$ cat src/source/mpram_pkg.sv
package mpram_pkg;

  // ~~~~~~~~~~~~~~~~~~~~~~~~~~~~~~~~~~~~~~~~~~~~~~~~~~~~~~~~~~~~~~~~~~~~~
  // memory shape
  // ~~~~~~~~~~~~~~~~~~~~~~~~~~~~~~~~~~~~~~~~~~~~~~~~~~~~~~~~~~~~~~~~~~~~~
  localparam int WIDTH     = 32;   // data word.
  localparam int ADDR_BITS = 8;
  localparam int NUM_ADDR  = 256;  // also the init sweep length.

  localparam int NUM_WR = 4;       // write ports.
  localparam int NUM_RD = 2;       // read ports, one sram replica each.

  // ~~~~~~~~~~~~~~~~~~~~~~~~~~~~~~~~~~~~~~~~~~~~~~~~~~~~~~~~~~~~~~~~~~~~~
  // write queue
  // ~~~~~~~~~~~~~~~~~~~~~~~~~~~~~~~~~~~~~~~~~~~~~~~~~~~~~~~~~~~~~~~~~~~~~
  localparam int Q_DEPTH    = 8;
  localparam int Q_PTR_BITS = 3;   // circular pointer.
  localparam int Q_CNT_BITS = 4;   // holds 0..Q_DEPTH.
  localparam int PUSH_BITS  = 3;   // push count 0..NUM_WR.
  localparam int BP_BITS    = 4;   // host threshold.

endpackage

$ cat src/source/rd_port.sv
`timescale 1ns/1ps

module rd_port (
  input  logic                            clk,
  input  logic                            rst,
  input  logic                            ready,
  input  logic                            read,
  input  logic [mpram_pkg::ADDR_BITS-1:0] rd_adr,
  output logic [mpram_pkg::ADDR_BITS-1:0] srch_adr,
  output logic                            ram_re,
  output logic [mpram_pkg::ADDR_BITS-1:0] ram_radr,
  input  logic                            srch_hit,
  input  logic [mpram_pkg::WIDTH-1:0]     srch_din,
  input  logic [mpram_pkg::WIDTH-1:0]     ram_rdout,
  output logic                            rd_vld,
  output logic [mpram_pkg::WIDTH-1:0]     rd_dout
);
  import mpram_pkg::*;

  logic             req;
  logic             vld_q;
  logic             hit_q;
  logic [WIDTH-1:0] fwd_q;

  assign req      = read & ready;  // reads during init are dropped.
  assign ram_re   = req;
  assign ram_radr = rd_adr;
  assign srch_adr = rd_adr;

  always_ff @(posedge clk) begin
    if (rst) begin
      vld_q <= 1'b0;
    end else begin
      vld_q <= req;
    end
  end

  always_ff @(posedge clk) begin
    hit_q <= srch_hit;
    fwd_q <= srch_din;
  end

  assign rd_vld  = vld_q;
  assign rd_dout = hit_q ? fwd_q : ram_rdout;  // queued data is newer.

endmodule

$ cat config.mk
export PLATFORM = sky130hd
export DESIGN_NAME = rd_port
export DESIGN_NICKNAME = d
export VERILOG_FILES = /design/src/source/mpram_pkg.sv /design/src/source/rd_port.sv
export SDC_FILE = /design/constraint.sdc
export NUM_CORES = 1
export LEC_CHECK = 0
export ABC_AREA = 0
export BUFFER_PORTS_ARGS = -buffer_cell sky130_fd_sc_hd__buf_2
export CAP_MARGIN = 20
export CORE_MARGIN = 1
export CORE_UTILIZATION = 36
export DETAILED_ROUTE_END_ITERATION = 6
export PLACE_DENSITY = 0.79
export SLEW_MARGIN = 20
export SYNTH_ARGS = -nofsm -noshare
export SYNTH_HDL_FRONTEND = slang
export SYNTH_SLANG_ARGS = --single-unit
$ cat constraint.sdc
create_clock -name clk -period 1 [get_ports clk]
set_input_delay 0 -clock clk [delete_from_list [all_inputs] [get_ports clk]]
set_output_delay 0 -clock clk [all_outputs]
set_load 0.02 [all_outputs]
## Word-level counts from Yosys, hierarchy flattened

Index checks and enable logic that the tools add are counted.

| storage, ports and cells | value |
|---|---|
| register bits after elaboration | 34 |
| latch bits | 0 |
| bits in writable memories | 0 |
| ROM bits | 0 |
| input bits | 77 |
| output and inout bits | 50 |
| word-level logic and storage cells | 5 |
| memories | 0 |

| cells by class | value |
|---|---|
| add/sub/neg operators | 0 |
| $mul | 0 |
| divide/modulo/power cells | 0 |
| magnitude comparators | 0 |
| equal/unequal tests | 0 |
| shift operators | 0 |
| multiplexer cells | 1 |
| bitwise operators | 1 |
| reductions and logical operators | 0 |

Operators with widths:

| cell | number |
|---|---|
| $mux W32 | 1 |
| $and A1 B1 Y1 | 1 |

## Logic depth before layout (Yosys ltp)

| depth | value |
|---|---|
| depth in word-level cells | 1 |
| mapped depth | 3 |
| gate-level depth less buffers | 1 |

## Worst setup path before layout

Ideal clock, no wire load.

| timing | value |
|---|---|
| path type | register to output |
| from | register hit_q |
| to | output port rd_dout[0] (netlist bit) |
| data arrival time | 906 ps |
| path slack | 94 ps |
| cell stages (with the launch flop) | 4 |
| path buffers | 2 |
| cells stage by stage | dfxtp_1 -> buf_6 -> buf_12 -> mux2_4 |

| on the way | value |
|---|---|
| cells in the longest elaborated chain, start to end | 1 |

Ends and longest elaborated chain:

| what | RTL line | RTL |
|---|---|---|
| start: declaration | rd_port.sv:22 | `logic hit_q;` |
| start signal: assignment | rd_port.sv:39 | `hit_q <= srch_hit;` |
| $mux W32 | rd_port.sv:44 | `assign rd_dout = hit_q ? fwd_q : ram_rdout;` |
| end: declaration | rd_port.sv:16 | `output logic [mpram_pkg::WIDTH-1:0] rd_dout` |

No other way between the ends.

## Worst setup path after layout

| timing | value |
|---|---|
| from | register hit_q |
| to | output port rd_dout[26] (netlist bit) |

Same word-level chain as after synthesis.

==> results.txt <==
Status = finished, violations left
Failing checks = negative setup slack
Post-CTS Setup Inserts = 0
Part of the power in the clock network = 39.6%
Sink Count = 34
CP Capture Type = output pin
Sequential area share after synthesis = 50.0%
Via count = 1111
Final worst setup slack = -0.303 ns
Net Sw Frac = 22.1%
Post-synthesis net count = 165
Async S/R FF share, synth = 0%
Clock root cell = clkbuf_8
Hold Path Cell Cnt = 0
Yosys top cell area share = 50.0%
Final WL = 3.44 mm
GRT Overall Usage = 17.9%
Num CTS Buffers = 5
Leakage Power = 0.00128 uW
Fin nets = 295
First-pass GRT wire length = 5.33 mm
Final hold viol count = 0
Final setup violating endpoints = 32
Crit path required time = 1.00 ns
Max-slew violations = 0
Critical path class = flop to output pin
Hold Startpoint = rd_adr[1]
Starting Density = 39.2%
Top_reg_cell synth = dfxtp_1
Count leader, synth = dfxtp_1
Most frequent cells after synthesis = 34 x dfxtp_1, 30 x mux2_4, 16 x buf_4, 3 x buf_12, 2 x mux2_2
Syn_area_per_cell = 15.5 um2
# diodes = 0
Vias in the first global route = 1210
Detail Route Antenna Nets = 0
HPWL after DPL = 2.21 mm
RSZ-0062 raised after global routing = true
CTS tree = done
Syn-to-layout area delta = 83.3%
Die boundary width = 63.5 um
Post-synthesis cell count = 88
Drt via density = 4.19
GP Congestion = 0.642
Initial antenna violation count = 0
Yosys cell types = 8
Die height = 63.5 um
Pin slew with the least headroom to its limit = 0.117 ns
Max Clock Freq = 767 MHz
Part of the cycle the worst path needs = 130%
1st-iter DRT viols = 38
Residual DRC = 0
Top Ports = 127
Clk pin slew, worst setup/hold paths = 0.07 ns
Endpoint, Worst Hold = ram_radr[1]
Largest net degree at the start of global routing = 13
Fillers = 255
Slew margin rel. = 92.2%
CORE AREA = 3470 um2
Internal power = 2960 uW
CP arrival = 1.30 ns
Combinational group share of total power = 22.2%
Final min period = 1.30 ns
Drt wl/cell = 13.0 um
Max_cap viols = 0
Dominant cell type by area after synthesis = dfxtp_1
Share of cells above drive strength 1 = 68.0%
IO buf count = 102
PwrDens = 1520 nW/um2
EDFF count, synth = 0
Grt ovf = 0
Seq cells post-synth = 34
Placement row count = 21
Hold Slack = 0.00000970 ns
Crit Path Max Fanout = 6
Largest buffer count on any clock path = 2
VDD IR max = 1.08 mV
DRT Pass-1 Iters = 4
Sequential power share = 38.2%
Hold Crit Class = input port to output pin
Mapped Area = 1360 um2
CTS HTree Levels = 2
Top post-synthesis cells by area = dfxtp_1 50%, mux2_4 33%, buf_4 8.8%
Sw power = 840 uW
Pre-CTS setup slack = -0.0381 ns
Crit start category = flop
Die area = 4030 um2
Number of synthesis warnings = 0
[state kept, by name, summed over array words and instances, names as in the netlist]
name    flops
rd_vld      1
hit_q       1
fwd_q      32
[kinds of logic (layout without fill, tap and decap cells)]
logic type             Yosys count  in the layout  share of synthesized area [%]
flip-flops                      34             34                           50.0
buffers and inverters           20            151                           14.1
AND/OR/NAND/NOR                  2              2                           1.10
multiplexers                    32             32                           34.8
[power groups by stage]
stage / sequential, uW / clock [uW] / combinational, uW
2_1_floorplan: 1470 / 0 / 470
3_3_place_gp: 1480 / 0 / 583
3_5_place_dp: 1480 / 0 / 592
4_1_cts: 1450 / 1550 / 828
5_1_grt: 1460 / 1610 / 889
6_report: 1450 / 1500 / 844
[routing by layer]
layer | routed length, um | GRT usage (%) | share of wire (%) | vias to the layer above
met3 | 303 | 7.25 | 8.8 | 8
met1 | 1140 | 16.1 | 33 | 496
met5 | 0 | 0 | 0 | -
li1 | - | - | - | 537
met2 | 1920 | 34.3 | 56 | 70
met4 | 64 | 7.95 | 1.9 | 0
[worst max-delay path: stages (launching register included)]
cell and delay (ns):
dfxtp_4 0.41, buf_4 0.16, mux2_4 0.29, buf_2 0.16
[layout by cell type (no fill, tap or decap)]
| cell type | synthesis | final |
|---|---|---|
| buf_2 | 0 | 73 |
| dlygate4sd3_1 | 0 | 35 |
| dfxtp_1 | 34 | 33 |
| mux2_4 | 30 | 32 |
| buf_6 | 1 | 31 |
| clkbuf_8 | 0 | 5 |
| buf_8 | 0 | 3 |
| bufinv_16 | 0 | 2 |
| and2_1 | 1 | 1 |
| and3b_1 | 1 | 1 |
| clkinv_4 | 0 | 1 |
| dfxtp_4 | 0 | 1 |
| buf_4 | 16 | 1 |
[repair_timing]
action | 4_1_cts | 5_1_grt
gates resized for setup | 62 | 7
hold endpoints to repair | 34 | 0
hold buffers | 35 | 0
endpoints found under the setup margin | 32 | 32
gates cloned | 0 | 0
[how the worst max path moves through the flow]
| stage | from | endpoint | cells after the start |
|---|---|---|---|
| finish | hit_q$_DFF_P_ | rd_dout[26] | 3 |
| global route | hit_q$_DFF_P_ | rd_dout[19] | 3 |
| CTS | hit_q$_DFF_P_ | rd_dout[4] | 3 |
| detailed placement | hit_q$_DFF_P_ | rd_dout[24] | 3 |
| global placement | hit_q$_DFF_P_ | rd_dout[24] | 3 |
| floorplan | hit_q$_DFF_P_ | rd_dout[0] | 3 |
[layout make-up]
type	instances	area, um2	share of cell area [%]
repair buffers	143	1120	44.8
flip-flops and latches	34	684	27.5
multi-input cells	34	495	19.9
clock buffers	5	68.8	2.76
clock inverters	3	68.8	2.76
well taps	46	57.6	2.31
[per-stage QoR]
step | utilization (%) | area (um2) | cells | TNS, ns | power [uW]
final | 71.9 | 2490 | 265 | -9.18 | 3800
after global routing | 71.9 | 2490 | 265 | -10.73 | 3960
after floorplan | - | 1360 | 88 | 0 | 1940
after detailed placement | 51.4 | 1780 | 222 | -0.586 | 2070
after global placement | 51.4 | 1780 | 222 | -0.148 | 2060
after CTS | 71.2 | 2470 | 265 | -9.71 | 3820
(Power assumes the default switching activity.)
