File: src/source/mpram_pkg.sv
package mpram_pkg;

  // ~~~~~~~~~~~~~~~~~~~~~~~~~~~~~~~~~~~~~~~~~~~~~~~~~~~~~~~~~~~~~~~~~~~~~
  // memory shape
  // ~~~~~~~~~~~~~~~~~~~~~~~~~~~~~~~~~~~~~~~~~~~~~~~~~~~~~~~~~~~~~~~~~~~~~
  localparam int WIDTH     = 32;   // data word.
  localparam int ADDR_BITS = 8;
  localparam int NUM_ADDR  = 256;  // also the init sweep length.

  localparam int NUM_WR = 4;       // write ports.
  localparam int NUM_RD = 2;       // read ports, one sram replica each.

  // ~~~~~~~~~~~~~~~~~~~~~~~~~~~~~~~~~~~~~~~~~~~~~~~~~~~~~~~~~~~~~~~~~~~~~
  // write queue
  // ~~~~~~~~~~~~~~~~~~~~~~~~~~~~~~~~~~~~~~~~~~~~~~~~~~~~~~~~~~~~~~~~~~~~~
  localparam int Q_DEPTH    = 8;
  localparam int Q_PTR_BITS = 3;   // circular pointer.
  localparam int Q_CNT_BITS = 4;   // holds 0..Q_DEPTH.
  localparam int PUSH_BITS  = 3;   // push count 0..NUM_WR.
  localparam int BP_BITS    = 4;   // host threshold.

endpackage

File: src/source/wr_drain.sv
`timescale 1ns/1ps

module wr_drain (
  input  logic                            clk,
  input  logic                            rst,
  input  logic                            head_valid,
  input  logic [mpram_pkg::ADDR_BITS-1:0] head_adr,
  input  logic [mpram_pkg::WIDTH-1:0]     head_din,
  output logic                            head_ready,
  output logic                            ready,
  output logic                            ram_we,
  output logic [mpram_pkg::ADDR_BITS-1:0] ram_wadr,
  output logic [mpram_pkg::WIDTH-1:0]     ram_wdin
);
  import mpram_pkg::*;

  typedef enum logic [1:0] {IDLE, INIT, RUN} state_t;

  state_t               state;
  logic [ADDR_BITS-1:0] init_adr;
  logic                 init_on;

  always_ff @(posedge clk) begin
    if (rst) begin
      state    <= IDLE;
      init_adr <= '0;
    end else begin
      case (state)
        IDLE: state <= INIT;
        INIT: begin
          init_adr <= init_adr + 1'b1;
          if (init_adr == ADDR_BITS'(NUM_ADDR - 1)) state <= RUN;
        end
        default: state <= RUN;
      endcase
    end
  end

  assign init_on    = (state == INIT);
  assign ready      = (state == RUN);
  assign head_ready = ready;

  // write lands in the same cycle as the pop.
  assign ram_we   = init_on | (head_valid & head_ready);
  assign ram_wadr = init_on ? init_adr : head_adr;
  assign ram_wdin = init_on ? '0 : head_din;

endmodule

File: config.mk
export PLATFORM = sky130hd
export DESIGN_NAME = wr_drain
export DESIGN_NICKNAME = d
export VERILOG_FILES = /design/src/source/mpram_pkg.sv /design/src/source/wr_drain.sv
export SDC_FILE = /design/constraint.sdc
export NUM_CORES = 1
export LEC_CHECK = 0
export BUFFER_PORTS_ARGS = -buffer_cell sky130_fd_sc_hd__buf_4
export CORE_MARGIN = 2
export CORE_UTILIZATION = 34
export DETAILED_ROUTE_END_ITERATION = 6
export PLACE_DENSITY = 0.89
export SLEW_MARGIN = 25
export SYNTH_ARGS = -nofsm -noshare
export SYNTH_HDL_FRONTEND = slang
export SYNTH_SLANG_ARGS = --single-unit
File: constraint.sdc
create_clock -name clk -period 1.9 [get_ports clk]
set_clock_uncertainty 0.05 [all_clocks]
set_input_delay 0.285 -clock clk [delete_from_list [all_inputs] [get_ports clk]]
set_output_delay 0.285 -clock clk [all_outputs]
set_load 0.01 [all_outputs]
* After elaboration in Yosys (flattened, before gate mapping)
Cells that the tools add are included.
Word-level totals: output and inout port bits 43, logic and storage cells 14, input port bits 43, register bits after elaboration 10
Operators by class: muxes and demuxes 4, reduce and logical (&&, ||, !) cells 1, equality and inequality tests 4, add/sub/neg operators 1, bitwise logic cells 2
Operator list (number):
- $mux 32 | 1
- $add 8x1->8 const B | 1
- $eq 8x8->1 const B | 1
- $mux 8 | 1
- $pmux 2 s2 | 1
- $eq 2x1->1 const B | 1
- $eq 2x2->1 const B | 1
- $logic_not 2->1 | 1
- $mux 2 | 1
- $ne 2x1->1 const B | 1
- $and 1x1->1 | 1
- $or 1x1->1 | 1

* Depth between registers and ports, before layout
depth in word-level cells 3, depth in mapped cells 6, depth with buffers taken out 4

* Least setup slack after synthesis
No wires, ideal clock.
kind register to output, start point reg state[1], end point out ram_wadr[4] (netlist bit), setup slack 0.378 ns, arrival 1.187 ns, required time 1.565 ns, stages on the path, launching flop included 6, cells stage by stage dfxtp_1 nand2b_1 buf_6 buf_2 clkbuf_1 o21ai_0
On the way: word-level cells in the longest chain between the ends 2
Ends and longest elaborated chain:
- start: declaration | line wr_drain.sv:19 | state_t state;
- start signal: assignment | line wr_drain.sv:25 | state <= IDLE;
- start signal: assignment | line wr_drain.sv:29 | IDLE: state <= INIT;
- start signal: assignment | line wr_drain.sv:32 | if (init_adr == ADDR_BITS'(NUM_ADDR - 1)) state <= RUN;
- $eq 2x1->1 | line wr_drain.sv:39 | assign init_on = (state == INIT);
- $mux 8 | line wr_drain.sv:45 | assign ram_wadr = init_on ? init_adr : head_adr;
- end: declaration | line wr_drain.sv:12 | output logic [mpram_pkg::ADDR_BITS-1:0] ram_wadr,
Every way passes these cells.

* Worst setup path in the final report
start point reg state[1], end point out ram_wadr[6] (netlist bit)
Same word-level chain as after synthesis.

==> flow_metrics.py <==
metrics = {
    "timing": {
        "tightest_slew_ps": 291,
        "slew_violations": 0,
        "post-route-period-util_pct": 94.3,
        "fin_tns_setup_ps": 0,
        "hold_viol_final": 0,
        "setup_violations": 0,
        "holdWs_ps": 225,
        "rsz0062_at_grt": "false",
        "period_needed_ps": 1790,
        "fmax_ghz": 0.558,
        "fin_ws_ps": 108,
        "relSlewSlack_pct": 80.4,
    },
    "layout": {
        "final_nets": 227,
        "synthToLayoutAreaGrowth_pct": 91.1,
        "antennaDiodeCount": 0,
        "multiInputGateArea_um2": 538,
        "drive_above_1_share_pct": 55.5,
        "final_util_pct": 68.3,
        "nFillCells": 174,
        "layout.area.seq_um2": 200,
        "design_area_um2": 1500,
    },
    "route": {
        "route.detailed.drc": 0,
        "drtIter0Drc": 6,
        "drtPass1Iterations": 4,
        "detail-route-antenna-nets": 0,
        "vias": 969,
        "wire_per_inst_um": 13.0,
        "routed_wl_um": 2720,
        "via_per_inst": 4.61,
    },
    "power_and_ir_drop": {
        "power_density_nw_per_um2": 439,
        "leakage_nw": 0.756,
        "ir_drop_v": 0.000386,
    },
    "global_routing": {
        "grt_start_max_net_pins": 53,
        "antenna_found_initial": 0,
        "grt_pass1_wl_um": 3500,
        "grt.total_usage_pct": 17.0,
        "overflow": 0,
        "grt_pass1_vias": 816,
    },
    "cts": {
        "worst_skew_pair.late_latency_ps": 260,
        "post_cts_buffers": 0,
        "htree_levels": 1,
        "root_buffer": "clkbuf_4",
        "cts_max_path_buffers": 2,
        "clkTransAtPathRegs_ps": 70,
        "cts_made_buffers": 3,
        "cts_tree": "built",
        "clock_sinks": 10,
    },
    "floorplanning": {
        "rows": 17,
        "initial_core_util_pct": 35.8,
        "die_w_um": 52.0,
        "core_area_um2": 2190,
        "die_area_um2": 2700,
        "die_h_um": 52.0,
        "io_pins": 86,
    },
    "worst_setup_path": {
        "crit_path_cell_trace": "nand2b_2 -> buf_12 -> mux2_2 -> buf_4",
        "arrival_ps": 1460,
        "cp.required_ps": 1560,
        "worstPathMaxFanout": 26,
        "start_kind": "register",
        "crit_path_end_kind": "primary output",
        "slowest_stage": "dfxtp_1",
        "critical-path-max-stage-delay_ps": 350,
        "worst-setup-path-type": "reg2out",
    },
    "yosys": {
        "yosysWarnings": 0,
        "synth_top_area_cell": "and2_1",
        "synth_fa_ha_area_share_pct": 1.60,
        "yosys.area_share.simple_pct": 44.4,
        "ys_ff_latch": 10,
        "synthXorXnorAreaFrac_pct": 2.24,
        "synth_nets": 143,
        "synth_compound_area_share_pct": 5.91,
        "synth_top_family_by_area": "simple AND/OR/NAND/NOR gates",
        "synth_top_area_share_pct": 25.6,
        "synthTopCellsByArea": "and2_1 26%, dfxtp_1 26%, mux2_2 12%, nor2b_1 3.2%, nand2_1 2.9%",
        "synthMuxAreaShare_pct": 14.2,
        "postSynthAreaPerCell_um2": 7.91,
        "yosysUniqueCellTypes": 27,
        "yosysSeqAreaShare_pct": 25.6,
        "syn_area_um2": 783,
        "netlist_instances": 99,
    },
    "placed_design": {
        "gp_congestion": 0.687,
        "io_buffers": 85,
        "place_ws_ps": 362,
        "place_area_um2": 1430,
        "dpl.hpwl_um": 2120,
    },
    "flow_run": {
        "drv_cap": 0,
    },
    "min_path": {
        "min_path_type": "in2reg",
    },
    "outcome": {
        "status": "finished clean",
    },
}
==> worst max-delay path, delay by kind of cell, from the launching register on <==
kind,cells,cell delay [ps]
mux,1,340
simple gates,1,190
buf+inv,2,310
flops,1,350
==> synth_stat cells, drive strengths merged <==
cell type  count
o21ai          3
nand2b         1
nor2b          4
and3           2
or4            1
mux2i          1
mux2           9
nand2          6
a41oi          1
and2          32
dfxtp         10
xor2           2
nand3b         1
o31ai          1
or3            2
nor2           6
nor4b          1
a21oi          3
ha             1
clkbuf         4
buf            4
nand3          2
inv            1
nor4           1
==> timing repair <==
| action | CTS | global route |
|---|---|---|
| endpoints found under the setup margin | 0 | 7 |
| resized for setup | 0 | 1 |
| hold buffers | 0 | 0 |
==> worst paths after layout <==
| path | startpoint | end | slack (ps) | depth (start not counted) |
|---|---|---|---|---|
| max | state[1] | ram_wadr[6] | 110 | 4 |
| min | rst | init_adr[3] | 220 | 2 |
| max reg2reg | state[1] | init_adr[5] | 300 | 4 |
| min reg2reg | init_adr[6] | init_adr[6] | 460 | 2 |
==> through the flow <==
step | instances | power (mW)
6_report | 210 | 0.657
3_5_place_dp | 205 | 0.465
2_1_floorplan | 99 | 0.321
4_1_cts | 209 | 0.655
3_3_place_gp | 205 | 0.461
5_1_grt | 210 | 0.689
==> state kept, by name (all words and copies together), names as in the netlist <==
name      cells
init_adr      8
state         2
==> layout by cell type, fill, tap and decap left out, types with 2 or more instances in the layout <==
| master | n |
|---|---|
| o21ai_0 | 3 |
| a21oi_1 | 3 |
| and3_1 | 2 |
| and2_1 | 32 |
| nor2_1 | 6 |
| nor2b_1 | 4 |
| clkbuf_4 | 3 |
| buf_4 | 85 |
| xor2_1 | 2 |
| or3_1 | 2 |
| dfxtp_1 | 10 |
| nand2_1 | 6 |
| mux2_2 | 8 |
| nand3_1 | 2 |
==> final cells by class <==
cell class                 count  share of cell area, %
timing repair buffer          87                   45.7
multi-input combinational     80                   36.0
sequential                    10                   13.4
clock buffer                   4                   2.42
tap                           28                   2.34
inverter                       1                  0.251
==> kinds of logic after synthesis <==
logic type,Yosys count
muxes,10
adders and majority gates,1
AOI/OAI and AO/OA,8
and+or+nand+nor,59
xor gates and xnor gates,2
buffers and inverters,9
DFF,10
==> routing by layer <==
layer	vias to the layer above	GRT usage, %	wire [um]
met3	2	4.89	294
met4	0	5.26	15
met2	43	30.8	1420
met5	-	0	0
met1	433	19.0	998
li1	491	-	-
==> where the power goes <==
| group | internal (mW) | leakage (nW) | switching, mW | total [mW] |
|---|---|---|---|---|
| sequential | 0.216 | 0.0813 | 0.00751 | 0.223 |
| clock | 0.116 | 0.0210 | 0.0746 | 0.191 |
| combinational | 0.153 | 0.654 | 0.0897 | 0.243 |
| total | 0.485 | 0.756 | 0.172 | 0.657 |
No activity file was read; power rests on OpenSTA's default activity.
