[src/source/mpram_pkg.sv]
package mpram_pkg;

  // ~~~~~~~~~~~~~~~~~~~~~~~~~~~~~~~~~~~~~~~~~~~~~~~~~~~~~~~~~~~~~~~~~~~~~
  // memory shape
  // ~~~~~~~~~~~~~~~~~~~~~~~~~~~~~~~~~~~~~~~~~~~~~~~~~~~~~~~~~~~~~~~~~~~~~
  localparam int WIDTH     = 32;   // data word.
  localparam int ADDR_BITS = 8;
  localparam int NUM_ADDR  = 256;  // also the init sweep length.

  localparam int NUM_WR = 4;       // write ports.
  localparam int NUM_RD = 2;       // read ports, one sram replica each.

  // ~~~~~~~~~~~~~~~~~~~~~~~~~~~~~~~~~~~~~~~~~~~~~~~~~~~~~~~~~~~~~~~~~~~~~
  // write queue
  // ~~~~~~~~~~~~~~~~~~~~~~~~~~~~~~~~~~~~~~~~~~~~~~~~~~~~~~~~~~~~~~~~~~~~~
  localparam int Q_DEPTH    = 8;
  localparam int Q_PTR_BITS = 3;   // circular pointer.
  localparam int Q_CNT_BITS = 4;   // holds 0..Q_DEPTH.
  localparam int PUSH_BITS  = 3;   // push count 0..NUM_WR.
  localparam int BP_BITS    = 4;   // host threshold.

endpackage

[src/source/wr_packer.sv]
`timescale 1ns/1ps

module wr_packer (
  input  logic [mpram_pkg::NUM_WR-1:0]                      write,
  input  logic [mpram_pkg::NUM_WR*mpram_pkg::ADDR_BITS-1:0] wr_adr,
  input  logic [mpram_pkg::NUM_WR*mpram_pkg::WIDTH-1:0]     din,
  input  logic                                              wr_bp,
  output logic [mpram_pkg::PUSH_BITS-1:0]                   push_cnt,
  output logic [mpram_pkg::NUM_WR*mpram_pkg::ADDR_BITS-1:0] push_adr,
  output logic [mpram_pkg::NUM_WR*mpram_pkg::WIDTH-1:0]     push_din
);
  import mpram_pkg::*;

  logic [NUM_WR-1:0]    keep;
  logic [PUSH_BITS-1:0] slot;

  // highest port wins on an address collision.
  always_comb begin
    for (int i = 0; i < NUM_WR; i++) begin
      keep[i] = write[i] & ~wr_bp;
      for (int j = i + 1; j < NUM_WR; j++) begin
        if (write[j] &&
            wr_adr[j*ADDR_BITS +: ADDR_BITS] == wr_adr[i*ADDR_BITS +: ADDR_BITS]) begin
          keep[i] = 1'b0;
        end
      end
    end
  end

  // compact survivors, lowest port first.
  always_comb begin
    slot     = '0;
    push_adr = '0;
    push_din = '0;
    for (int i = 0; i < NUM_WR; i++) begin
      if (keep[i]) begin
        push_adr[slot*ADDR_BITS +: ADDR_BITS] = wr_adr[i*ADDR_BITS +: ADDR_BITS];
        push_din[slot*WIDTH +: WIDTH]         = din[i*WIDTH +: WIDTH];
        slot = slot + 1'b1;
      end
    end
    push_cnt = slot;
  end

endmodule

[config.mk]
export PLATFORM = sky130hd
export DESIGN_NAME = wr_packer
export DESIGN_NICKNAME = d
export VERILOG_FILES = /design/src/source/mpram_pkg.sv /design/src/source/wr_packer.sv
export SDC_FILE = /design/constraint.sdc
export NUM_CORES = 1
export LEC_CHECK = 0
export CORE_AREA = 8 8 123 125
export DETAILED_ROUTE_END_ITERATION = 10
export DIE_AREA = 0 0 131 133
export DONT_BUFFER_PORTS = 1
export SYNTH_ARGS = -nofsm -noshare
export SYNTH_HDL_FRONTEND = slang
export SYNTH_SLANG_ARGS = --single-unit
[constraint.sdc]
create_clock -name vclk -period 4.1
set_clock_uncertainty 0.05 [all_clocks]
set_input_delay 0.205 -clock vclk [all_inputs]
set_output_delay 0.205 -clock vclk [all_outputs]
set_load 0.005 [all_outputs]
**After elaboration in Yosys (flattened, before gate mapping)**

Index checks and enable logic that the tools add are counted.

- Equality and inequality tests: 6
- Bitwise logic cells: 5
- Reductions and logical operators: 6
- Mux-type cells: 24
- Shift-type cells: 12
- Add/subtract/negate cells: 9

Operators by type and width:

| operator | count |
|---|---|
| $bwmux 128 | 3 |
| $mux 128 | 3 |
| $shift 32x34->128 const A | 3 |
| $shiftx 32x34->128 | 3 |
| $mux 32 | 4 |
| $neg 6->34 | 3 |
| $neg 8->34 | 3 |
| $shift 8x34->32 const A | 3 |
| $shiftx 8x34->32 | 3 |
| $bwmux 32 | 3 |
| $eq 8x8->1 | 6 |
| $add 3x1->3 const B | 3 |
| $mux 3 | 3 |
| $mux 8 | 1 |
| $mux 1 | 7 |
| $logic_and 1x1->1 | 6 |
| $and 1x1->1 | 4 |
| $not 1->1 | 1 |

- Input bits: 165
- Register bits: 0
- Word-level logic and storage cells: 62
- Output and inout port bits: 163

**Longest topological paths before layout**

Gate-level depths: netlist (run 1).

- Depth in word-level cells: 14
- Gate-level depth with buffers: 21
- Gate-level depth less buffers: 16

**Least setup slack after synthesis (run 1)**

No wires, ideal clock.

- Path type: in2out
- From: input port wr_adr[25] (netlist bit)
- To: output port push_din[11] (netlist bit)
- Buffers on the path: 5
- Cell stages on the path: 20
- Arrival: 3.948 ns
- Slack: -0.103 ns
- Cells stage by stage: buf_2 -> xnor2_1 -> nand4_1 -> o311ai_1 -> a31oi_2 -> clkbuf_1 -> inv_1 -> ha_1 -> and2_1 -> o31ai_4 -> buf_2 -> o21ai_1 -> ha_1 -> ha_1 -> nor4b_1 -> and3_1 -> clkbuf_1 -> clkbuf_1 -> a311oi_1 -> a21oi_1

- Word-level cells in the longest chain between the ends: 12

RTL lines:

| element | line | text |
|---|---|---|
| from (decl) | wr_packer.sv:5 | `input logic [mpram_pkg::NUM_WR*mpram_pkg::ADDR_BITS-1:0] wr_adr,` |
| $eq 8x8->1 | wr_packer.sv:23 | `wr_adr[j*ADDR_BITS +: ADDR_BITS] == wr_adr[i*ADDR_BITS +: ADDR_BITS]) begin` |
| $logic_and 1x1->1 | wr_packer.sv:22 | `if (write[j] &&` |
| $mux 1 | wr_packer.sv:22 |  |
| $mux 1 | wr_packer.sv:36 | `if (keep[i]) begin` |
| $add 3x1->3 or $neg 8->34 (tied branches) | wr_packer.sv:39, wr_packer.sv:38 |  |
| $mux 3 (tied with other cells) | wr_packer.sv:36 |  |
| $add 3x1->3 (tied with other cells) | wr_packer.sv:39 | `slot = slot + 1'b1;` |
| $mux 3 (tied with other cells) | wr_packer.sv:36 |  |
| $neg 8->34 or $bwmux 128 (tied branches) | wr_packer.sv:38 | `push_din[slot*WIDTH +: WIDTH] = din[i*WIDTH +: WIDTH];` |
| $shiftx 32x34->128 (tied with other cells) | wr_packer.sv:38 |  |
| $bwmux 128 | wr_packer.sv:38 |  |
| $mux 128 * | wr_packer.sv:36 |  |
| to (decl) | wr_packer.sv:10 | `output logic [mpram_pkg::NUM_WR*mpram_pkg::WIDTH-1:0] push_din` |

Mark *: on every way between the ends. The rest lies on a longest branch, timed or not.

**Final worst setup path (run 1)**

- From: input port wr_adr[15] (netlist bit)
- To: output port push_din[53] (netlist bit)

- Word-level cells in the longest chain between the ends: 14

RTL lines:

| element | line |
|---|---|
| $eq 8x8->1 | wr_packer.sv:23 |
| $logic_and 1x1->1 | wr_packer.sv:22 |
| $mux 1 (3 in series) | wr_packer.sv:22 |
| $mux 1 | wr_packer.sv:36 |
| $add 3x1->3 or $neg 8->34 (tied branches) | wr_packer.sv:39, wr_packer.sv:38 |
| $mux 3 (tied with other cells) | wr_packer.sv:36 |
| $add 3x1->3 (tied with other cells) | wr_packer.sv:39 |
| $mux 3 (tied with other cells) | wr_packer.sv:36 |
| $neg 8->34 or $bwmux 128 (tied branches) | wr_packer.sv:38 |
| $shiftx 32x34->128 (tied with other cells) | wr_packer.sv:38 |
| $bwmux 128 | wr_packer.sv:38 |
| $mux 128 * | wr_packer.sv:36 |

Marked as above.

==> summary.md, run 1 <==
| Metric | Value |
|---|---|
| Maximum vdd drop | 0.0670 mV |
| Post-synthesis sequential area ratio | 0 |
| Worst setup EP type | output port |
| Syn_nets | 818 |
| P_leak | 1.33 nW |
| Status | complete, no violations |
| Clkbuf count | 0 |
| Remaining Overflow, GRT | 0 |
| Critical Path AT | 3.45 ns |
| Final Core Density | 0.320 |
| Die height | 133 um |
| Layout cell share with drive strength beyond 1 | 0.0940 |
| Tot GR Track Use | 0.216 |
| Starting Density | 0.316 |
| Initial antenna violation count | 0 |
| Routed wire per std cell | 27.8 um |
| # rows | 42 |
| Placed cells | 761 |
| Max-cap violations | 0 |
| Synth Instances | 645 |
| Fin. Hold Viols | 0 |
| Ports | 328 |
| Core area | 13100 um^2 |
| Library cells used by synthesis | 48 |
| CP Class | in2out |
| DRC | 0 |
| DR pass1 iterations | 6 |
| Syn avg cell area | 6.41 um^2 |
| Total wire length | 21100 um |
| Hold_buf cts | 0 |
| Actual slew at the worst max-slew pin | 0.767 ns |
| Critical path peak fanout | 32 |
| Crit. Startpoint | wr_adr[15] |
| Most frequent cells in the layout | a22o_1, nand2_1, nand4_1 |
| DR iter-0 viols | 508 |
| Synth Cell Area | 4130 um^2 |
| Die Wd | 131 um |
| First-pass GRT wire length | 30200 um |
| Final setup vio count | 0 |
| WP data required | 3.85 ns |
| Power Dens Cells | 89.5 nW/um^2 |
| Synthesis-to-layout area growth | 1.18% |
| Routed Antenna Nets | 0 |
| Port Buffers | 0 |
| Hold Path Class | in2out |
| Sum Neg Setup Slack | 0 ns |
| Pin count of the biggest net entering global routing | 59 |
| Setup crit start kind | input port |
| CTS resizes | 0 |
| Most common cell after layout, fill and taps aside | a22o_1 |
| Yosys warnings | 0 |
| Postcts setup bufs | 0 |
| Vias in the first global route | 4842 |
| Post-DR vias/cell | 6.92 |
| GPL Wtd Cong | 0.898 |
| Hold Crit Start | din[60] |
| Final Non-Filler Cells | 761 |
| Max Freq | 270 MHz |
| Seq_cells | 0 |
| RSZ-0062 raised after global routing | false |
| Fin crit period | 3.70 ns |
| Post-DP HPWL | 16100 um |
| Post-route clock period utilization | 0.903 |
| Worst hold slack | 0.463 ns |
| Final nets | 760 |
| Slew Limit Headroom | 0.487 |
| Full die area | 17400 um^2 |
| Antenna diodes | 0 |
| Final Max Tran Viols | 0 |
| Vias | 5269 |
| Register area | 0 um^2 |
worst paths after layout:
check | end | slack (ns) | cells after the start
worst max-delay path | push_din[53] | 0.40 | 17
worst min-delay path | push_din[60] | 0.46 | 2
cell type report:
cell class	instances	area, um^2
tap	176	220
timing repair buffer	33	273
fill	1458	8900
inverter	38	143
multi-input combinational	514	3550
power by group:
| group | internal (mW) | switching, mW |
|---|---|---|
| Sequential | 0 | 0 |
| Combinational | 0.143 | 0.231 |
| Clock | 0 | 0 |
| Total | 0.143 | 0.231 |
logic make-up (layout without fill, tap and decap cells):
family | count (synthesis) | in the layout | share of synthesized area
compound gates | 248 | 248 | 0.445
simple gates | 208 | 208 | 0.269
buf+inv | 131 | 71 | 0.150
xor+xnor | 50 | 50 | 0.110
fa+ha+maj | 8 | 8 | 0.0260
metrics by stage:
step / cell area (um^2) / setup slack [ns] / total power, mW
CTS: 4180 / 0.456 / 0.371
floorplan: 4140 / 0.0122 / 0.308
global route: 4180 / 0.0934 / 0.405
finish: 4180 / 0.399 / 0.374
detailed placement: 4180 / 0.474 / 0.369
global placement: 4180 / 0.483 / 0.370
layer usage:
metal  vias to the layer above  track usage  wire length [um]  part of all wire
li1                       2313            -                 -                 -
met1                      2500        0.261              7830              0.37
met2                       415        0.365             10100              0.48
met3                        41       0.0518              2640              0.12
met4                         0       0.0664               534             0.025
met5                         -            0                 0                 0
cell usage after synthesis (all sizes together):
cell,count,area share
a21oi,33,0.040
a22o,79,0.17
a22oi,39,0.071
a311oi,32,0.068
a31oi,17,0.027
and2,1,0.0015
and3,1,0.0015
buf,48,0.072
clkbuf,45,0.043
fa,1,0.0048
ha,7,0.021
inv,38,0.035
nand2,58,0.053
nand2b,1,0.0015
nand3,7,0.013
nand3b,3,0.0085
nand4,47,0.073
nor2,43,0.039
nor2b,2,0.0030
nor3,37,0.048
nor3b,1,0.0018
nor4,4,0.015
nor4b,3,0.011
o21ai,42,0.051
o311ai,3,0.010
o31a,1,0.0042
o31ai,2,0.0070
xnor2,46,0.10
xor2,4,0.0085
worst max-delay path: stages:
cell,delay [ns]
xnor2_1,0.20
nand4_1,0.14
o311ai_1,0.39
a31oi_4,0.09
inv_1,0.14
ha_1,0.18
and2_1,0.17
o31ai_4,0.09
o21ai_1,0.14
ha_1,0.20
ha_1,0.28
nand3_1,0.23
nor2_4,0.07
nor4_4,0.16
buf_4,0.44
a22oi_1,0.12
o21ai_1,0.17
No activity file was read; power rests on OpenSTA's default activity.
==> run 2, diff against run 1 <==
- ABC_AREA: not set -> 1
- CORE_AREA: 8 8 123 125 -> 2 2 128 130
- DIE_AREA: 0 0 131 133 -> 0 0 130 132
==> run 2 against run 1 <==
Net effect: via count grew 49%; count of clock-buffer cells in the layout did not move; sequential share of layout area stayed put.
==> summary.md, run 2 <==
| Metric | Value |
|---|---|
| Full die area | 17200 um^2 (-1.5%) |
| Synth Instances | 1168 (+81%) |
| Most common cell in the netlist | nand2_1 |
| Complex-gate fraction of the synthesized area | 0.194 (-0.251) |
| Final setup vio count | 0 (unchanged) |
| Simple-gate area share of the yosys netlist | 0.553 (+0.284) |
| Library cells used by synthesis | 31 (-35%) |
| Starting Density | 0.340 (+0.0239) |
| Tot GR Track Use | 0.306 (+0.0898) |
| Max Freq | 261 MHz (-3.6%) |
| Multiplexer share of the synthesized area | 0 (unchanged) |
| Final Max Tran Viols | 0 (unchanged) |
| Syn avg cell area | 4.57 um^2 (-29%) |
| Synth Cell Area | 5340 um^2 (+29%) |
| WP data required | 3.85 ns (about the same) |
| CP Class | in2out |
| Most common cell after layout, fill and taps aside | nand2_1 |
| DR iter-0 viols | 884 (+74%) |
| DRC | 0 (unchanged) |
| Ports | 328 (unchanged) |
| Register area | 0 um^2 (unchanged) |
| First-pass GRT wire length | 41200 um (+36%) |
| Postcts setup bufs | 0 (unchanged) |
| Synth cell count leaders | nand2_1, nor2_1, inv_1, nand3_1, a21oi_1 |
| Post-DR vias/cell | 5.91 (-15%) |
| Post-synthesis sequential area ratio | 0 (unchanged) |
| Setup crit start kind | input port |
| Ranking of synthesized cells by area | nand2_1, nor2_1, inv_1 |
| Slew Limit Headroom | 0.401 (-0.0858) |
| Seq_cells | 0 (unchanged) |
| Core area | 15700 um^2 (+20%) |
| Final Core Density | 0.350 (+0.0303) |
| Hold Path Class | in2out |
| Crit. Startpoint | wr_adr[16] |
| Area leader, netlist | nand2_1 |
| Routed Antenna Nets | 0 (unchanged) |
| Die Wd | 130 um (-0.76%) |
| Max-cap violations | 0 (unchanged) |
| Clkbuf count | 0 (unchanged) |
| DR pass1 iterations | 5 (-1) |
| Fin crit period | 3.84 ns (+0.137 ns) |
| Initial antenna violation count | 1 (+1) |
| Total wire length | 28500 um (+35%) |
| Vias in the first global route | 7068 (+46%) |
| GPL Wtd Cong | 0.990 (+10%) |
| Critical Path AT | 3.58 ns (+0.13 ns) |
| Post-Synth XOR/XNOR Area | 0.0213 (-0.0882) |
| Yosys warnings | 0 (unchanged) |
| Routed wire per std cell | 21.4 um (-23%) |
| Pin count of the biggest net entering global routing | 41 (-31%) |
| Syn_nets | 1341 (+64%) |
| Post-route clock period utilization | 0.936 (+0.0335) |
| Worst setup EP type | output port |
| Post-synthesis adder-cell area fraction | 0.0201 (-0.00588) |
| Largest family of logic cells by synthesized area | simple AND/OR/NAND/NOR gates |
| Final nets | 1290 (+70%) |
| CTS resizes | 0 (unchanged) |
| Status | complete, no violations |
| Fillers | 1848 (+27%) |
| Sum Neg Setup Slack | 0 ns (unchanged) |
| Actual slew at the worst max-slew pin | 0.898 ns (+0.130 ns) |
| Critical path peak fanout | 34 (+6.3%) |
| Most frequent cells in the layout | nand2_1, nor2_1, inv_1 |
| Post-DP HPWL | 20500 um (+28%) |
| Die height | 132 um (-0.75%) |
| Synthesis-to-layout area growth | 2.98% |
| RSZ-0062 raised after global routing | false |
| # rows | 46 (+9.5%) |
| Post-synth top area share | 0.188 (+0.0210) |
| Remaining Overflow, GRT | 0 (unchanged) |
| Fin. Hold Viols | 0 (unchanged) |
| Worst setup endpoint | push_din[105] |
| Port Buffers | 0 (unchanged) |
| Vias | 7866 (+49%) |
| Layout cell share with drive strength beyond 1 | 0.0646 (-0.0294) |
| Hold_buf cts | 0 (unchanged) |
## run 2: worst max-delay path: stages
cell     delay [ns]
inv_1          0.16
o21ai_0        0.13
nor2_1         0.11
nand3_1        0.08
nor2_1         0.22
nor2_4         0.06
nand2_2        0.09
buf_4          0.24
fa_1           0.48
ha_1           0.22
ha_1           0.35
inv_1          0.10
nor3_1         0.06
nand2_2        0.08
inv_1          0.09
nor2_8         0.52
nand2_1        0.11
o21ai_0        0.26
## run 2: final cells by class
class              instances  area [um^2]  share of cell area
inverters                192          721               0.131
diodes                     1         2.50            0.000455
multi-input cells        894         4260               0.775
repair buffers            29          246              0.0448
well taps                216          270              0.0491
## run 2: logic make-up (layout without fill, tap and decap cells)
logic type	count (synthesis)	after routing
compound gates	185	185
buf+inv	274	221
other cells	0	1
simple gates	688	688
fa+ha+maj	8	8
xor+xnor	13	13
## run 2: worst min-delay path by stage
stage	startpoint	end	slack, ns	cells past startpoint
3_5_place_dp	din[111]	push_din[111]	0.49	2
4_1_cts	din[111]	push_din[111]	0.49	2
5_1_grt	din[120]	push_din[56]	0.50	2
3_3_place_gp	din[111]	push_din[111]	0.49	2
6_report	wr_adr[26]	push_adr[10]	0.50	2
2_1_floorplan	din[111]	push_din[111]	0.48	2
## run 2: per-layer routing
layer  track usage  routed length, um
met1         0.359              10200
met2         0.522              13000
met3        0.0946               4010
met4         0.106               1330
met5       0.00882                  0
## run 2: metrics by stage
| step | cells | instance area, um^2 | hold WS [ns] | setup slack, ns |
|---|---|---|---|---|
| after global routing | 1332 | 5500 | 0.502 | 0.00815 |
| after floorplan | 1168 | 5340 | 0.479 | 0.493 |
| after global placement | 1331 | 5490 | 0.488 | 0.277 |
| after CTS | 1331 | 5490 | 0.493 | 0.252 |
| final | 1332 | 5500 | 0.498 | 0.262 |
| after detailed placement | 1331 | 5490 | 0.494 | 0.237 |
==> run 3, diff against run 2 <==
- clock period: 4.1 -> 5 ns (I/O delays scaled with it)
==> run 3 against run 2 <==
Net effect: hold slack improved by 0.088 ns; setup slack improved by 0.27 ns; global-route usage fell by 0.43 points; non-clock buffer count is 5 lower; critical path type unchanged; highest routed layer unchanged.
==> summary.md, run 3 (synthesis results as in run 2) <==
| Metric | Value |
|---|---|
| Status | complete, no violations |
| Most frequent cells in the layout | nand2_1, nor2_1, inv_1 |
| Max-cap violations | 0 (unchanged) |
| Starting Density | 0.340 (unchanged) |
| First-pass GRT wire length | 40800 um (-0.94%) |
| Antenna diodes | 0 (-1) |
| Fin. Hold Viols | 0 (unchanged) |
| Critical path peak fanout | 34 (unchanged) |
| Initial antenna violation count | 0 (-1) |
| Core area | 15700 um^2 (unchanged) |
| Remaining Overflow, GRT | 0 (unchanged) |
| Clk pwr share | 0 |
| Port Buffers | 0 (unchanged) |
| Layout cell share with drive strength beyond 1 | 0.0595 (-0.00511) |
| Seq pwr share | 0 |
| Share of power burned in combinational logic | 1.000 |
| Ports | 328 (unchanged) |
| CP most frequent cell | inv_1 |
| Total wire length | 28000 um (-1.6%) |
| RSZ-0062 raised after global routing | false |
| Vias | 7793 (-0.93%) |
| CTS resizes | 0 (unchanged) |
| Slew Limit Headroom | 0.308 (-0.0925) |
| Slowest CP cell | nor2_8 |
| Fin crit period | 4.47 ns |
| Post-DR vias/cell | 5.88 (-0.48%) |
| Final nets | 1285 (-0.39%) |
| CP Class | in2out |
| Setup crit start kind | input port |
| Die Wd | 130 um (unchanged) |
| Post-DP HPWL | 20300 um (-0.84%) |
| Seq_cells | 0 (unchanged) |
| Full die area | 17200 um^2 (unchanged) |
| Sum Neg Setup Slack | 0 ns (unchanged) |
| Internal power | 0.120 mW |
| DR pass1 iterations | 8 (+3) |
| NetSw | 0.296 mW |
| Worst setup EP type | output port |
| Hold Path Class | in2out |
| Routed wire per std cell | 21.1 um (-1.2%) |
| DRC | 0 (unchanged) |
| Synthesis-to-layout area growth | 2.11% |
| # rows | 46 (unchanged) |
| Tot GR Track Use | 0.302 (-0.00427) |
| Sw frac | 0.712 |
| Power Dens Cells | 76.3 nW/um^2 |
| CP Buf/Inv Count | 5 (+1) |
| Clkbuf count | 0 (unchanged) |
| Critical Path, Cell by Cell | inv_1 > nand2_1 > nand2_1 > nor2_1 > nand3_1 > nor2_1 > nor2_4 > nand2_2 > inv_1 > ha_1 > nand2_1 > nor2_8 > inv_1 > ha_1 > inv_1 > nor3_1 > nand2_2 > inv_1 > nor2_8 > nand2_1 > o21ai_0 |
| P_leak | 3.27 nW |
| Max Freq | 224 MHz |
| WP data required | 4.70 ns (+0.85 ns) |
| Die height | 132 um (unchanged) |
| Total chip power | 0.416 mW |
| Pin count of the biggest net entering global routing | 42 (+2.4%) |
| Postcts setup bufs | 0 (unchanged) |
| Maximum vdd drop | 0.0225 mV |
| Slowest stage delay, CP | 0.55 ns (+0.03 ns) |
| Register area | 0 um^2 (unchanged) |
| Hold_buf cts | 0 (unchanged) |
| DR iter-0 viols | 935 (+5.8%) |
| Critical Path AT | 4.17 ns (+0.59 ns) |
| GPL Wtd Cong | 1.01 (+1.5%) |
| Actual slew at the worst max-slew pin | 1.04 ns (+0.140 ns) |
| Largest delay contributor family on the critical path | simple AND/OR/NAND/NOR gates |
| Most common cell after layout, fill and taps aside | nand2_1 |
| Post-route clock period utilization | 0.894 |
| Routed Antenna Nets | 0 (unchanged) |
| Vias in the first global route | 7069 (+0.014%) |
| Final Max Tran Viols | 0 (unchanged) |
| Final setup vio count | 0 (unchanged) |
==> run 3: area by class of cell <==
cell class	count	area, um^2
tap	216	270
fill	1876	10300
multi-input combinational	894	4260
timing repair buffer	24	205
inverter	192	721
==> run 3: power groups by stage <==
stage | Combinational (mW) | Clock (mW) | Sequential (mW)
3_5_place_dp | 0.403 | 0 | 0
6_report | 0.416 | 0 | 0
2_1_floorplan | 0.305 | 0 | 0
3_3_place_gp | 0.401 | 0 | 0
5_1_grt | 0.455 | 0 | 0
4_1_cts | 0.404 | 0 | 0
==> run 3: through the flow <==
| step | setup WS [ns] | hold WS (ns) | instance area, um^2 | std cells | util |
|---|---|---|---|---|---|
| detailed placement | 0.576 | 0.587 | 5450 | 1326 | 0.347 |
| CTS | 0.603 | 0.587 | 5450 | 1326 | 0.347 |
| global placement | 0.665 | 0.585 | 5450 | 1326 | 0.347 |
| finish | 0.528 | 0.586 | 5450 | 1326 | 0.347 |
| global route | 0.232 | 0.594 | 5450 | 1326 | 0.347 |
| floorplan | 1.30 | 0.569 | 5340 | 1168 | - |
==> run 3: worst paths after layout <==
| kind | from | end | slack (ns) | depth (start not counted) |
|---|---|---|---|---|
| max | wr_adr[9] | push_din[109] | 0.53 | 21 |
| min | din[110] | push_din[14] | 0.59 | 2 |
==> run 3: metal layers <==
metal,wire (um),track usage
met1,9800,0.351
met2,12700,0.507
met3,3900,0.0938
met4,1620,0.128
met5,0,0
